## src/logic/fe_pkg.sv

```systemverilog
/* Shared widths, opcodes and instruction word views for the front end.
   Imported by every front-end module that decodes or carries addresses. */
package fe_pkg;

  ////////////////////////////////////////
  // Widths
  ////////////////////////////////////////

  // Data and address width
  localparam int XLEN   = 32;
  // Register file address
  localparam int REG_AW = 5;
  // CSR address, same bits as the I-type immediate
  localparam int CSR_AW = 12;

  ////////////////////////////////////////
  // Opcodes and constants
  ////////////////////////////////////////

  localparam logic [6:0] OPC_JAL    = 7'b1101111;
  localparam logic [6:0] OPC_BRANCH = 7'b1100011;
  localparam logic [6:0] OPC_SYSTEM = 7'b1110011;

  // ADDI x0,x0,0
  localparam logic [XLEN-1:0] INSTR_NOP = 32'h0000_0013;

  ////////////////////////////////////////
  // Instruction formats
  ////////////////////////////////////////

  typedef struct packed {
    logic [6:0]        funct7;
    logic [REG_AW-1:0] rs2;
    logic [REG_AW-1:0] rs1;
    logic [2:0]        funct3;
    logic [REG_AW-1:0] rd;
    logic [6:0]        opcode;
  } insn_r_t;

  typedef struct packed {
    logic [CSR_AW-1:0] imm;
    logic [REG_AW-1:0] rs1;
    logic [2:0]        funct3;
    logic [REG_AW-1:0] rd;
    logic [6:0]        opcode;
  } insn_i_t;

  // Branch offset bits are scattered around rs1/rs2
  typedef struct packed {
    logic              imm12;
    logic [5:0]        imm10_5;
    logic [REG_AW-1:0] rs2;
    logic [REG_AW-1:0] rs1;
    logic [2:0]        funct3;
    logic [3:0]        imm4_1;
    logic              imm11;
    logic [6:0]        opcode;
  } insn_b_t;

  // Jump offset, sign bit first
  typedef struct packed {
    logic              imm20;
    logic [9:0]        imm10_1;
    logic              imm11;
    logic [7:0]        imm19_12;
    logic [REG_AW-1:0] rd;
    logic [6:0]        opcode;
  } insn_j_t;

  // One fetched word, several decodings
  typedef union packed {
    insn_r_t r;
    insn_i_t i;
    insn_b_t b;
    insn_j_t j;
  } insn_u;

endpackage

```

## src/logic/fe_pc_gen.sv

```systemverilog
/* Fetch program counter and next-address select for the instruction memory.
   Drives the fetch address combinationally and flags the redirect bubble. */
`timescale 1ns/1ps

module fe_pc_gen import fe_pkg::*; #(
  parameter logic [XLEN-1:0] PC_INIT = 32'h200
) (
  input  logic            clk_i,
  input  logic            rst_ni,
  input  logic            id_stall_i,
  input  logic            st_flush_i,
  input  logic            bu_flush_i,
  input  logic [XLEN-1:0] st_nxt_pc_i,
  input  logic [XLEN-1:0] bu_nxt_pc_i,
  input  logic            pd_latch_nxt_pc_i,
  input  logic [XLEN-1:0] pd_nxt_pc_i,
  output logic [XLEN-1:0] next_pc_o,
  output logic [XLEN-1:0] if_pc_o,
  output logic            if_bubble_o
);

  // Word aligned fetch only
  localparam logic [XLEN-1:0] ADR_MASK = {{(XLEN-2){1'b1}}, 2'b00};

  logic [XLEN-1:0] next_pc_raw;
  logic [XLEN-1:0] next_pc;
  logic [XLEN-1:0] if_pc_q;
  logic            if_bubble_q;
  logic            redirect;

  // Any source that breaks the sequential stream
  assign redirect = st_flush_i | bu_flush_i | pd_latch_nxt_pc_i;

  ////////////////////////////////////////
  // Next fetch address
  ////////////////////////////////////////

  always_comb begin
    if (st_flush_i) begin
      next_pc_raw = st_nxt_pc_i;
    end else if (bu_flush_i) begin
      next_pc_raw = bu_nxt_pc_i;
    end else if (pd_latch_nxt_pc_i) begin
      next_pc_raw = pd_nxt_pc_i;
    end else if (id_stall_i || if_bubble_q) begin
      // Hold, or re-present the target while the bubble drains
      next_pc_raw = if_pc_q;
    end else begin
      next_pc_raw = if_pc_q + XLEN'(4);
    end
  end

  assign next_pc = next_pc_raw & ADR_MASK;

  ////////////////////////////////////////
  // Fetch register
  ////////////////////////////////////////

  // Bubble marks the fetch slot invalid after reset or a redirect
  always_ff @(posedge clk_i or negedge rst_ni) begin
    if (!rst_ni) begin
      if_pc_q     <= PC_INIT & ADR_MASK;
      if_bubble_q <= 1'b1;
    end else begin
      if_pc_q     <= next_pc;
      if_bubble_q <= redirect | (id_stall_i & if_bubble_q);
    end
  end

  assign next_pc_o   = next_pc;
  assign if_pc_o     = if_pc_q;
  assign if_bubble_o = if_bubble_q;

endmodule

```

## src/logic/fe_bht.sv

```systemverilog
/* Branch history table of 2-bit saturating counters with global history.
   Looked up on the next fetch address, trained from resolved branches. */
`timescale 1ns/1ps

module fe_bht import fe_pkg::*; #(
  parameter int BHT_IDX_BITS = 6,
  parameter int HISTORY_BITS = 2
) (
  input  logic                    clk_i,
  input  logic                    rst_ni,
  input  logic                    id_stall_i,
  input  logic [XLEN-1:0]         next_pc_i,
  input  logic                    upd_valid_i,
  input  logic [XLEN-1:0]         upd_pc_i,
  input  logic                    upd_taken_i,
  output logic [1:0]              bp_predict_o,
  output logic [HISTORY_BITS-1:0] bp_history_o
);

  localparam int BHT_DEPTH = 2 ** BHT_IDX_BITS;

  logic [1:0]              cnt_q [BHT_DEPTH];
  logic [HISTORY_BITS-1:0] ghr_q;
  logic [BHT_IDX_BITS-1:0] rd_idx;
  logic [BHT_IDX_BITS-1:0] wr_idx;
  logic [1:0]              wr_cnt;

  ////////////////////////////////////////
  // Indexing
  ////////////////////////////////////////

  // Word address bits hashed with history
  assign rd_idx = next_pc_i[BHT_IDX_BITS+1:2] ^ BHT_IDX_BITS'(ghr_q);
  assign wr_idx = upd_pc_i[BHT_IDX_BITS+1:2] ^ BHT_IDX_BITS'(ghr_q);

  // Saturating step toward the resolved outcome
  always_comb begin
    wr_cnt = cnt_q[wr_idx];
    if (upd_taken_i && (wr_cnt != 2'b11)) begin
      wr_cnt = wr_cnt + 2'd1;
    end else if (!upd_taken_i && (wr_cnt != 2'b00)) begin
      wr_cnt = wr_cnt - 2'd1;
    end
  end

  ////////////////////////////////////////
  // Counters and history
  ////////////////////////////////////////

  // All entries start weakly not taken
  always_ff @(posedge clk_i or negedge rst_ni) begin
    if (!rst_ni) begin
      for (int i = 0; i < BHT_DEPTH; i++) begin
        cnt_q[i] <= 2'b01;
      end
    end else if (upd_valid_i) begin
      cnt_q[wr_idx] <= wr_cnt;
    end
  end

  // Newest outcome enters at bit 0
  always_ff @(posedge clk_i or negedge rst_ni) begin
    if (!rst_ni) begin
      ghr_q <= '0;
    end else if (upd_valid_i) begin
      ghr_q <= {ghr_q[HISTORY_BITS-2:0], upd_taken_i};
    end
  end

  // Lookup result lines up with the fetch register
  always_ff @(posedge clk_i or negedge rst_ni) begin
    if (!rst_ni) begin
      bp_predict_o <= 2'b00;
      bp_history_o <= '0;
    end else if (!id_stall_i) begin
      bp_predict_o <= cnt_q[rd_idx];
      bp_history_o <= ghr_q;
    end
  end

endmodule

```

## src/logic/fe_predecode.sv

```systemverilog
/* Pre-decode stage between fetch and decode. Extracts operand addresses,
   resolves JAL and predicted branch targets and registers the word onward. */
`timescale 1ns/1ps

module fe_predecode import fe_pkg::*; #(
  parameter int HISTORY_BITS = 2
) (
  input  logic                    clk_i,
  input  logic                    rst_ni,
  input  logic                    id_stall_i,
  input  logic                    st_flush_i,
  input  logic                    bu_flush_i,
  input  logic                    pipe_exception_i,
  input  logic [XLEN-1:0]         if_pc_i,
  input  insn_u                   if_insn_i,
  input  logic                    if_bubble_i,
  input  logic [1:0]              bp_predict_i,
  input  logic [HISTORY_BITS-1:0] bp_history_i,
  output logic                    pd_flush_o,
  output logic [REG_AW-1:0]       pd_rs1_o,
  output logic [REG_AW-1:0]       pd_rs2_o,
  output logic [CSR_AW-1:0]       pd_csr_reg_o,
  output logic [XLEN-1:0]         pd_pc_o,
  output insn_u                   pd_insn_o,
  output logic                    pd_bubble_o,
  output logic [1:0]              pd_bp_predict_o,
  output logic [HISTORY_BITS-1:0] pd_bp_history_o,
  output logic [XLEN-1:0]         pd_nxt_pc_o,
  output logic                    pd_latch_nxt_pc_o
);

  logic [20:0]     imm_j;
  logic [12:0]     imm_b;
  logic [XLEN-1:0] ext_j;
  logic [XLEN-1:0] ext_b;
  logic            is_jal;
  logic            taken;
  logic            taken_q;
  logic [1:0]      predicted;

  // Either flush source empties the stage
  assign pd_flush_o = st_flush_i | bu_flush_i;

  ////////////////////////////////////////
  // Operand fields
  ////////////////////////////////////////

  // Register file and CSR addresses, read early
  assign pd_rs1_o     = if_insn_i.r.rs1;
  assign pd_rs2_o     = if_insn_i.r.rs2;
  assign pd_csr_reg_o = if_insn_i.i.imm;

  ////////////////////////////////////////
  // Targets
  ////////////////////////////////////////

  // Reassemble scattered offsets, bit 0 always zero
  assign imm_j = {if_insn_i.j.imm20, if_insn_i.j.imm19_12, if_insn_i.j.imm11,
                  if_insn_i.j.imm10_1, 1'b0};
  assign imm_b = {if_insn_i.b.imm12, if_insn_i.b.imm11, if_insn_i.b.imm10_5,
                  if_insn_i.b.imm4_1, 1'b0};

  // Sign extension to full width
  assign ext_j = {{(XLEN-21){imm_j[20]}}, imm_j};
  assign ext_b = {{(XLEN-13){imm_b[12]}}, imm_b};

  assign is_jal      = (if_insn_i.r.opcode == OPC_JAL);
  assign pd_nxt_pc_o = if_pc_i + (is_jal ? ext_j : ext_b);

  ////////////////////////////////////////
  // Prediction and redirect strobe
  ////////////////////////////////////////

  // Bubbles never redirect
  always_comb begin
    taken     = 1'b0;
    predicted = 2'b00;
    if (!if_bubble_i) begin
      case (if_insn_i.r.opcode)
        OPC_JAL: begin
          taken     = 1'b1;
          predicted = 2'b10;
        end
        OPC_BRANCH: begin
          // Table MSB decides direction
          taken     = bp_predict_i[1];
          predicted = bp_predict_i;
        end
        default: begin
          taken     = 1'b0;
          predicted = 2'b00;
        end
      endcase
    end
  end

  // Edge detect, frozen during stall
  always_ff @(posedge clk_i or negedge rst_ni) begin
    if (!rst_ni) begin
      taken_q <= 1'b0;
    end else if (!id_stall_i) begin
      taken_q <= taken;
    end
  end

  // One pulse per taken instruction
  assign pd_latch_nxt_pc_o = taken & ~taken_q & ~id_stall_i;

  ////////////////////////////////////////
  // Pipeline register
  ////////////////////////////////////////

  always_ff @(posedge clk_i or negedge rst_ni) begin
    if (!rst_ni) begin
      pd_pc_o         <= '0;
      pd_insn_o       <= INSTR_NOP;
      pd_bp_predict_o <= 2'b00;
      pd_bp_history_o <= '0;
    end else if (!id_stall_i) begin
      pd_pc_o         <= if_pc_i;
      pd_insn_o       <= if_insn_i;
      pd_bp_predict_o <= predicted;
      pd_bp_history_o <= bp_history_i;
    end
  end

  // Flush and exception win over stall
  always_ff @(posedge clk_i or negedge rst_ni) begin
    if (!rst_ni) begin
      pd_bubble_o <= 1'b1;
    end else if (pd_flush_o || pipe_exception_i) begin
      pd_bubble_o <= 1'b1;
    end else if (!id_stall_i) begin
      pd_bubble_o <= if_bubble_i;
    end
  end

endmodule

```

## src/logic/fe_top.sv

```systemverilog
/* Instruction front end top. Ties the PC generator, branch history table
   and pre-decode stage to the instruction memory and decode interfaces. */
`timescale 1ns/1ps

module fe_top import fe_pkg::*; #(
  parameter logic [XLEN-1:0] PC_INIT      = 32'h200,
  parameter int              BHT_IDX_BITS = 6,
  parameter int              HISTORY_BITS = 2
) (
  input  logic                    clk_i,
  input  logic                    rst_ni,
  input  logic [XLEN-1:0]         imem_rdata_i,
  input  logic                    id_stall_i,
  input  logic                    st_flush_i,
  input  logic [XLEN-1:0]         st_nxt_pc_i,
  input  logic                    bu_flush_i,
  input  logic [XLEN-1:0]         bu_nxt_pc_i,
  input  logic                    pipe_exception_i,
  input  logic                    bht_upd_valid_i,
  input  logic [XLEN-1:0]         bht_upd_pc_i,
  input  logic                    bht_upd_taken_i,
  output logic [XLEN-1:0]         imem_adr_o,
  output logic                    pd_flush_o,
  output logic [XLEN-1:0]         pd_pc_o,
  output insn_u                   pd_insn_o,
  output logic                    pd_bubble_o,
  output logic [REG_AW-1:0]       pd_rs1_o,
  output logic [REG_AW-1:0]       pd_rs2_o,
  output logic [CSR_AW-1:0]       pd_csr_reg_o,
  output logic [1:0]              pd_bp_predict_o,
  output logic [HISTORY_BITS-1:0] pd_bp_history_o
);

  ////////////////////////////////////////
  // Internal nets
  ////////////////////////////////////////

  logic [XLEN-1:0]         next_pc;
  logic [XLEN-1:0]         if_pc;
  logic                    if_bubble;
  insn_u                   if_insn;
  logic [1:0]              bp_predict;
  logic [HISTORY_BITS-1:0] bp_history;
  logic [XLEN-1:0]         pd_nxt_pc;
  logic                    pd_latch_nxt_pc;

  // Memory data lines up with if_pc
  assign imem_adr_o = next_pc;
  assign if_insn    = imem_rdata_i;

  fe_pc_gen #(
    .PC_INIT (PC_INIT)
  ) u_pc_gen (
    .clk_i             (clk_i),
    .rst_ni            (rst_ni),
    .id_stall_i        (id_stall_i),
    .st_flush_i        (st_flush_i),
    .bu_flush_i        (bu_flush_i),
    .st_nxt_pc_i       (st_nxt_pc_i),
    .bu_nxt_pc_i       (bu_nxt_pc_i),
    .pd_latch_nxt_pc_i (pd_latch_nxt_pc),
    .pd_nxt_pc_i       (pd_nxt_pc),
    .next_pc_o         (next_pc),
    .if_pc_o           (if_pc),
    .if_bubble_o       (if_bubble)
  );

  // Same next-fetch address as the memory
  fe_bht #(
    .BHT_IDX_BITS (BHT_IDX_BITS),
    .HISTORY_BITS (HISTORY_BITS)
  ) u_bht (
    .clk_i        (clk_i),
    .rst_ni       (rst_ni),
    .id_stall_i   (id_stall_i),
    .next_pc_i    (next_pc),
    .upd_valid_i  (bht_upd_valid_i),
    .upd_pc_i     (bht_upd_pc_i),
    .upd_taken_i  (bht_upd_taken_i),
    .bp_predict_o (bp_predict),
    .bp_history_o (bp_history)
  );

  fe_predecode #(
    .HISTORY_BITS (HISTORY_BITS)
  ) u_predecode (
    .clk_i             (clk_i),
    .rst_ni            (rst_ni),
    .id_stall_i        (id_stall_i),
    .st_flush_i        (st_flush_i),
    .bu_flush_i        (bu_flush_i),
    .pipe_exception_i  (pipe_exception_i),
    .if_pc_i           (if_pc),
    .if_insn_i         (if_insn),
    .if_bubble_i       (if_bubble),
    .bp_predict_i      (bp_predict),
    .bp_history_i      (bp_history),
    .pd_flush_o        (pd_flush_o),
    .pd_rs1_o          (pd_rs1_o),
    .pd_rs2_o          (pd_rs2_o),
    .pd_csr_reg_o      (pd_csr_reg_o),
    .pd_pc_o           (pd_pc_o),
    .pd_insn_o         (pd_insn_o),
    .pd_bubble_o       (pd_bubble_o),
    .pd_bp_predict_o   (pd_bp_predict_o),
    .pd_bp_history_o   (pd_bp_history_o),
    .pd_nxt_pc_o       (pd_nxt_pc),
    .pd_latch_nxt_pc_o (pd_latch_nxt_pc)
  );

endmodule

```

## config.mk

```make
export PLATFORM = sky130hd
export DESIGN_NAME = fe_top
export DESIGN_NICKNAME = d
export VERILOG_FILES = /design/src/logic/fe_pkg.sv /design/src/logic/fe_pc_gen.sv /design/src/logic/fe_bht.sv /design/src/logic/fe_predecode.sv /design/src/logic/fe_top.sv
export SDC_FILE = /design/constraint.sdc
export NUM_CORES = 1
export LEC_CHECK = 0
export ABC_AREA = 0
export BUFFER_PORTS_ARGS = -buffer_cell sky130_fd_sc_hd__buf_2
export CAP_MARGIN = 30
export CORE_MARGIN = 5
export CORE_UTILIZATION = 57
export DETAILED_ROUTE_END_ITERATION = 10
export GPL_TIMING_DRIVEN = 1
export HOLD_SLACK_MARGIN = 0.12
export MAX_ROUTING_LAYER = met4
export PLACE_DENSITY = 0.85
export SETUP_SLACK_MARGIN = 0.02
export SLEW_MARGIN = 20
export SYNTH_ARGS = -nofsm -noshare
export SYNTH_HDL_FRONTEND = slang
export SYNTH_SLANG_ARGS = --single-unit
```

## constraint.sdc

```tcl
create_clock -name clk_i -period 6.4 [get_ports clk_i]
set_input_delay 0.96 -clock clk_i [delete_from_list [all_inputs] [get_ports clk_i]]
set_output_delay 0.96 -clock clk_i [all_outputs]
set_load 0.005 [all_outputs]
```

==> flow_summary.yaml, run 1 <==
worst_setup_path:
  critical_path_class: "input pin to output port"
  start_kind: "input pin"
  cp_num_buf_inv: 3
  r2r_cells: 13
  critical_path.endpoint_type: "output port"
  crit_fanout: 9
  path_cells: "buf_2 > nor2b_1 > nand4_1 > nor2_2 > buf_4 > nor2b_1 > a21o_1 > ha_1 > a21o_1 > a21oi_1 > o211a_1 > o21ai_0 > a21oi_1 > a21oi_1 > a21oi_1 > mux2i_1 > a21oi_1 > nor3b_1 > buf_2"
  max_stage_delay_ns: 0.39
  required_ns: 5.44
  cp.arrival_ns: 5.12
  critPathTopFamily: "compound AO/OA/AOI/OAI gates"
  cp_common_cell: "a21oi_1"
  worst-path-stages: 19
  cp_slowest_cell: "a21oi_1"
cells_and_area:
  diodes: 0
  fin_nets: 1744
  fill_cells: 1813
  drive_above_1_share_pct: 34.3
  area_delta_synth_final_pct: 16.2
  fin_util_pct: 67.3
hold_path:
  hold_path_class: "input pin to asynchronous set/reset pin"
grt:
  gr-usage-all-layers_pct: 30.4
  antenna_found_initial: 1
  grt_max_degree: 115
  grt_pass1_vias: 12500
  grt_pass1_wl_mm: 67.7
  grt.overflow.total: 0
die:
  initial_core_util_pct: 57.9
  coreArea_um2: 24300
  io-pin-count: 260
  die_x_um: 167
  fp-row-count: 57
  dieArea_um2: 27900
  die_y_um: 167
cts:
  clockRootBuffer: "clkbuf_16"
  clockBufferDepth: 3
  cts_htree_levels: 1
  insertion_delay_ns: 0.55
  clk_pin_slew_ns: 0.06
  cts_buffers: 27
  clock-sinks: 232
  cts_tree: "built"
timing:
  fin_setup_tns_ns: 0
  hold_viol: 0
  fmax_mhz: 164
  fin_crit_sh_pct: 95.0
  final-setup-viol-count: 0
  tightestPinTransition_ns: 0.962
  rsz0062_at_grt: "false"
  clock_skew_ns: 0.0180
  slew_viol_final: 0
  min_period_ns: 6.08
  slew_headroom_pct: 35.9
synthesis:
  synth_area_leaders: "dfrtp_1, dfstp_2, mux2_2, mux2i_1, a22oi_1"
  yosysTopAreaCell: "dfrtp_1"
  synth_most_common_cell: "dfrtp_1"
  ys_ff_latch: 232
  synth.distinct_cells: 74
  async_flop_share_pct: 100
  yosys_warnings: 0
  syn_area_um2: 14100
  synth_area_per_cell_um2: 10.1
  synth_ff_type: "dfrtp_1"
  yosys.area.top_type_share_pct: 28.8
  synth_edf_count: 0
  synthTopCellsByCount: "dfrtp_1, mux2_2, nand2_1"
  syn_inst: 1390
  seq_area_frac_synth_pct: 41.9
job:
  maxCapViolCount: 0
drt:
  drtAntennaViolNets: 0
  drt_pre_antenna_iters: 8
  viasPerCell: 6.45
  vias: 12400
  totalWireLength_mm: 42.7
  wl_per_cell_um: 22.3
  drc: 0
  first_iter_violations: 1436
power_and_ir_drop:
  p_clk_share_pct: 30.4
  p_int_mw: 3.70
  power_leakage_nw: 7.39
  sw_frac_of_total_pct: 33.6
  combPwrFrac_pct: 29.4
  net-switching-power_mw: 1.87
  powerDensity_nw_per_um2: 341
  vdd.ir_drop.worst_v: 0.000614
  design_power_total_mw: 5.57
  pwr-share-seq_pct: 40.2
status:
  run_status: "complete, no violations"
placement:
  dp_hpwl_mm: 30.1
  io_buffer_count: 225
  gp_congestion: 0.974
sequential cells by signal, summed over array words and instances (netlist names):
name / count
u_predecode.pd_bubble_o: 1
u_predecode.pd_insn_o: 32
u_predecode.pd_bp_history_o: 2
u_bht.ghr_q: 2
u_bht.bp_predict_o: 2
u_pc_gen.if_bubble_o: 1
u_predecode.taken_q: 1
u_predecode.pd_pc_o: 30
u_bht.cnt_q: 128
u_predecode.pd_bp_predict_o: 1
u_bht.bp_history_o: 2
u_pc_gen.if_pc_o: 30
cells by family (layout without fill, tap and decap cells):
| family | Yosys count | count (layout) | share of synthesized area, % |
|---|---|---|---|
| muxes | 233 | 233 | 19.1 |
| adders and majority gates | 33 | 33 | 2.99 |
| and+or+nand+nor | 380 | 380 | 12.4 |
| buffers and inverters | 120 | 323 | 4.55 |
| other | 1 | 4 | 0.0266 |
| DFF | 232 | 232 | 41.9 |
| AOI/OAI and AO/OA | 341 | 341 | 15.6 |
| xor gates and xnor gates | 50 | 50 | 3.40 |
metrics by stage:
| stage | cells | hold WS [ns] | cell area (um^2) | worst slack (ns) |
|---|---|---|---|---|
| floorplan | 1393 | 0.463 | 14100 | 1.06 |
| global placement | 1869 | 0.470 | 15300 | 0.321 |
| detailed placement | 1869 | 0.481 | 15300 | 0.182 |
| CTS | 1919 | 0.489 | 16300 | 0.121 |
| global route | 1920 | 0.504 | 16400 | 0.0619 |
| finish | 1920 | 0.452 | 16400 | 0.319 |
power groups by stage:
stage	registers, mW	logic [mW]	clock network [mW]
6_report	2.24	1.64	1.70
5_1_grt	2.28	1.78	1.78
4_1_cts	2.22	1.61	1.71
3_5_place_dp	2.24	1.60	0
3_3_place_gp	2.22	1.54	0
2_1_floorplan	2.14	1.16	0
layer usage:
metal / track usage (%) / share of wire (%)
met1: 36.3 / 37
met2: 49.5 / 49
met4: 13.8 / 4.7
met5: - / 0
met3: 7.02 / 9.4
cell usage in the layout, fill, tap and decap left out, drive strengths merged, types with 6 or more instances in the layout:
master and instances:
buf 252, dfrtp 162, mux2 149, nand2 132, nor2 120, o21ai 84, a21oi 83, mux2i 72
dfstp 70, a22oi 69, clkbuf 38, ha 32, xnor2 29, nand3 28, a21o 28, nand4 22
xor2 21, inv 20, a211oi 16, nor3 15, and3 13, mux4 12, nor2b 10, or3 8
o22ai 8, clkinv 8, nand2b 6, a221o 6
timing repair:
item / 4_1_cts / 5_1_grt
hold buffers: 0 / 0
setup buffers: 0 / 0
resized for setup: 0 / 3
setup endpoints to repair: 0 / 4
worst paths after layout:
check | start | endpoint | slack (ns)
max in group asynchronous | rst_ni | u_bht.cnt_q[88] | 4.65
min reg2reg | u_bht.cnt_q[0] | u_bht.cnt_q[0] | 0.49
min | rst_ni | u_predecode.pd_pc_o[17] | 0.45
max | imem_rdata_i[6] | imem_adr_o[31] | 0.32
min in group clk_i | u_bht.cnt_q[0] | u_bht.cnt_q[0] | 0.49
max reg2reg | u_bht.ghr_q[1] | u_bht.cnt_q[50] | 1.56
cell type report:
class	instances	area (um^2)	share of cell area (%)
timing repair buffer	252	1370	8.40
clock buffer	38	827	5.06
sequential	232	5890	36.0
clock inverter	12	174	1.06
multi-input combinational	1041	7600	46.5
inverter	21	78.8	0.482
tap	324	405	2.48
(Power assumes the default switching activity.)
==> run 2, diff against run 1 <==
CORE_UTILIZATION = 60   (was 57)
PLACE_DENSITY = 0.88   (was 0.85)
clock period = 7.85 ns   (was 6.4 ns; I/O delays follow)
==> run 2 against run 1 <==
Against the previous run: largest cell class unchanged; global-route usage grew 1.5 points; power shrank 20%; first-iteration DRC count shrank 13%; highest routed layer unchanged; register-to-register slack gained 1.2 ns.
==> flow_summary.yaml, run 2 (synthesis results as in run 1) <==
cells_and_area:
  top_regs: "u_bht.cnt_q (128), u_predecode.pd_insn_o (32)"
  fin_nets: 1734
  area_delta_synth_final_pct: 15.1
  largest_register_ffs: 128
  fin_util_pct: 69.6
  regMostFlops: "u_bht.cnt_q"
  drive_above_1_share_pct: 33.2
  mostFrequentLayoutCell: "buf_2"
  final_cell_mix: "buf_2, dfrtp_1, mux2_2"
worst_setup_path:
  cp.arrival_ns: 5.57
  r2r_cells: 16
  required_ns: 6.67
  crit_fanout: 13
  critical_path_class: "input pin to output port"
  critical_path.endpoint_type: "output port"
  worstReg2RegEnd: "u_bht.cnt_q[73]"
  start_kind: "input pin"
  reg2reg_slack_ns: 2.72
  critPathLaunch: "imem_rdata_i[6]"
  rr_startpoint: "u_bht.ghr_q[0]"
  crit_path_end: "imem_adr_o[30]"
power_and_ir_drop:
  powerDensity_nw_per_um2: 274
  combPwrFrac_pct: 30.6
  p_clk_share_pct: 28.1
  sw_frac_of_total_pct: 34.1
  net-switching-power_mw: 1.52
  p_int_mw: 2.92
  pwr-share-seq_pct: 41.2
  power_leakage_nw: 7.29
  vdd.ir_drop.worst_v: 0.000249
drt:
  totalWireLength_mm: 42.5
  first_iter_violations: 1245
  viasPerCell: 6.51
  drt_pre_antenna_iters: 6
  drc: 0
  wl_per_cell_um: 22.3
  drtAntennaViolNets: 0
  vias: 12400
job:
  maxCapViolCount: 0
grt:
  gr-usage-all-layers_pct: 31.9
  grt_pass1_vias: 12400
  antenna_found_initial: 1
  grt_max_degree: 143
  grt.overflow.total: 0
  grt_pass1_wl_mm: 66.1
timing:
  slew_headroom_pct: 30.4
  tightestPinTransition_ns: 1.04
  hold_viol: 0
  clock_skew_ns: 0.0249
  fin_crit_sh_pct: 85.9
  slew_viol_final: 0
  fin_setup_tns_ns: 0
  fmax_mhz: 148
  min_period_ns: 6.75
  final-setup-viol-count: 0
  rsz0062_at_grt: "false"
cts:
  cts_buffers: 26
  cts_hold_buf: 0
  clockRootBuffer: "clkbuf_16"
  insertion_delay_ns: 0.54
  clockBufferDepth: 3
  clock-sinks: 232
  cts_htree_levels: 1
  cts_tree: "built"
  clk_pin_slew_ns: 0.06
  cts_resized: 0
  cts_setup_buffers: 0
die:
  die_x_um: 163
  dieArea_um2: 26600
  initial_core_util_pct: 60.5
  coreArea_um2: 23300
  die_y_um: 163
  fp-row-count: 56
  io-pin-count: 260
placement:
  dp_hpwl_mm: 30.0
  gp_congestion: 0.970
  io_buffer_count: 225
status:
  run_status: "complete, no violations"
hold_path:
  hold_path_class: "flop to flop"
run 2: cell types whose count changed in the layout (fill, tap and decap cells not counted), sizes merged:
cell	previous run	this run
inv	20	19
clkinv	8	6
bufinv	4	2
diode	0	1
clkbuf	38	41
buf	252	243
run 2: per-layer routing:
| metal | global-route usage (%) | vias to the layer above | routed length (um) |
|---|---|---|---|
| met3 | 5.20 | 167 | 3910 |
| met2 | 53.5 | 753 | 20900 |
| met1 | 37.8 | 6042 | 15600 |
| met4 | 14.9 | 0 | 2120 |
| li1 | - | 5438 | - |
| met5 | - | - | 0 |
run 2: metrics by stage:
step / cell area (um^2) / cells / power (mW) / hold WS (ns) / setup slack (ns)
floorplan: 14100 / 1393 / 2.69 / 0.463 / 2.08
global route: 16200 / 1905 / 4.64 / 0.503 / 0.868
detailed placement: 15300 / 1855 / 3.13 / 0.472 / 1.28
CTS: 16200 / 1903 / 4.39 / 0.488 / 1.24
finish: 16200 / 1905 / 4.44 / 0.487 / 1.10
global placement: 15200 / 1852 / 3.05 / 0.467 / 1.41
run 2: layout make-up:
| cell class | instances | area [um^2] |
|---|---|---|
| inverters | 21 | 78.8 |
| repair buffers | 243 | 1350 |
| diodes | 1 | 2.50 |
| clock inverters | 7 | 91.3 |
| flip-flops and latches | 232 | 5890 |
| multi-input cells | 1041 | 7590 |
| clock buffers | 41 | 788 |
| well taps | 319 | 399 |
| fillers | 1680 | 7060 |
run 2: worst min-delay path by stage:
stage,startpoint,end,cells after the start
global placement,u_predecode.pd_pc_o[3],u_predecode.pd_pc_o[3],2
CTS,u_predecode.pd_pc_o[4],u_predecode.pd_pc_o[4],2
floorplan,u_bht.cnt_q[100],u_bht.cnt_q[100],2
global route,u_bht.cnt_q[54],u_bht.cnt_q[54],2
detailed placement,u_predecode.pd_pc_o[4],u_predecode.pd_pc_o[4],2
finish,u_predecode.pd_pc_o[4],u_predecode.pd_pc_o[4],2
run 2: power groups by stage:
stage               Sequential (mW)  Combinational (mW)  Clock, mW
detailed placement             1.83                1.31          0
finish                         1.83                1.36       1.25
global route                   1.86                1.47       1.31
floorplan                      1.74               0.947          0
CTS                            1.82                1.32       1.26
global placement               1.80                1.24          0
run 2: critical path, cell delays in order:
cell and delay (ns):
buf_2 0.11, nor2b_1 0.15, nand4_1 0.26, nor2_1 0.18
buf_4 0.21, mux2_2 0.35, ha_1 0.19, inv_1 0.07
fa_1 0.20, nor2b_1 0.06, o21ai_0 0.19, a21oi_1 0.12
o21ai_0 0.29, a21oi_1 0.17, o21ai_0 0.51, a21oi_1 0.24
o2111ai_1 0.28, a21oi_1 0.10, o41ai_1 0.49, buf_2 0.20
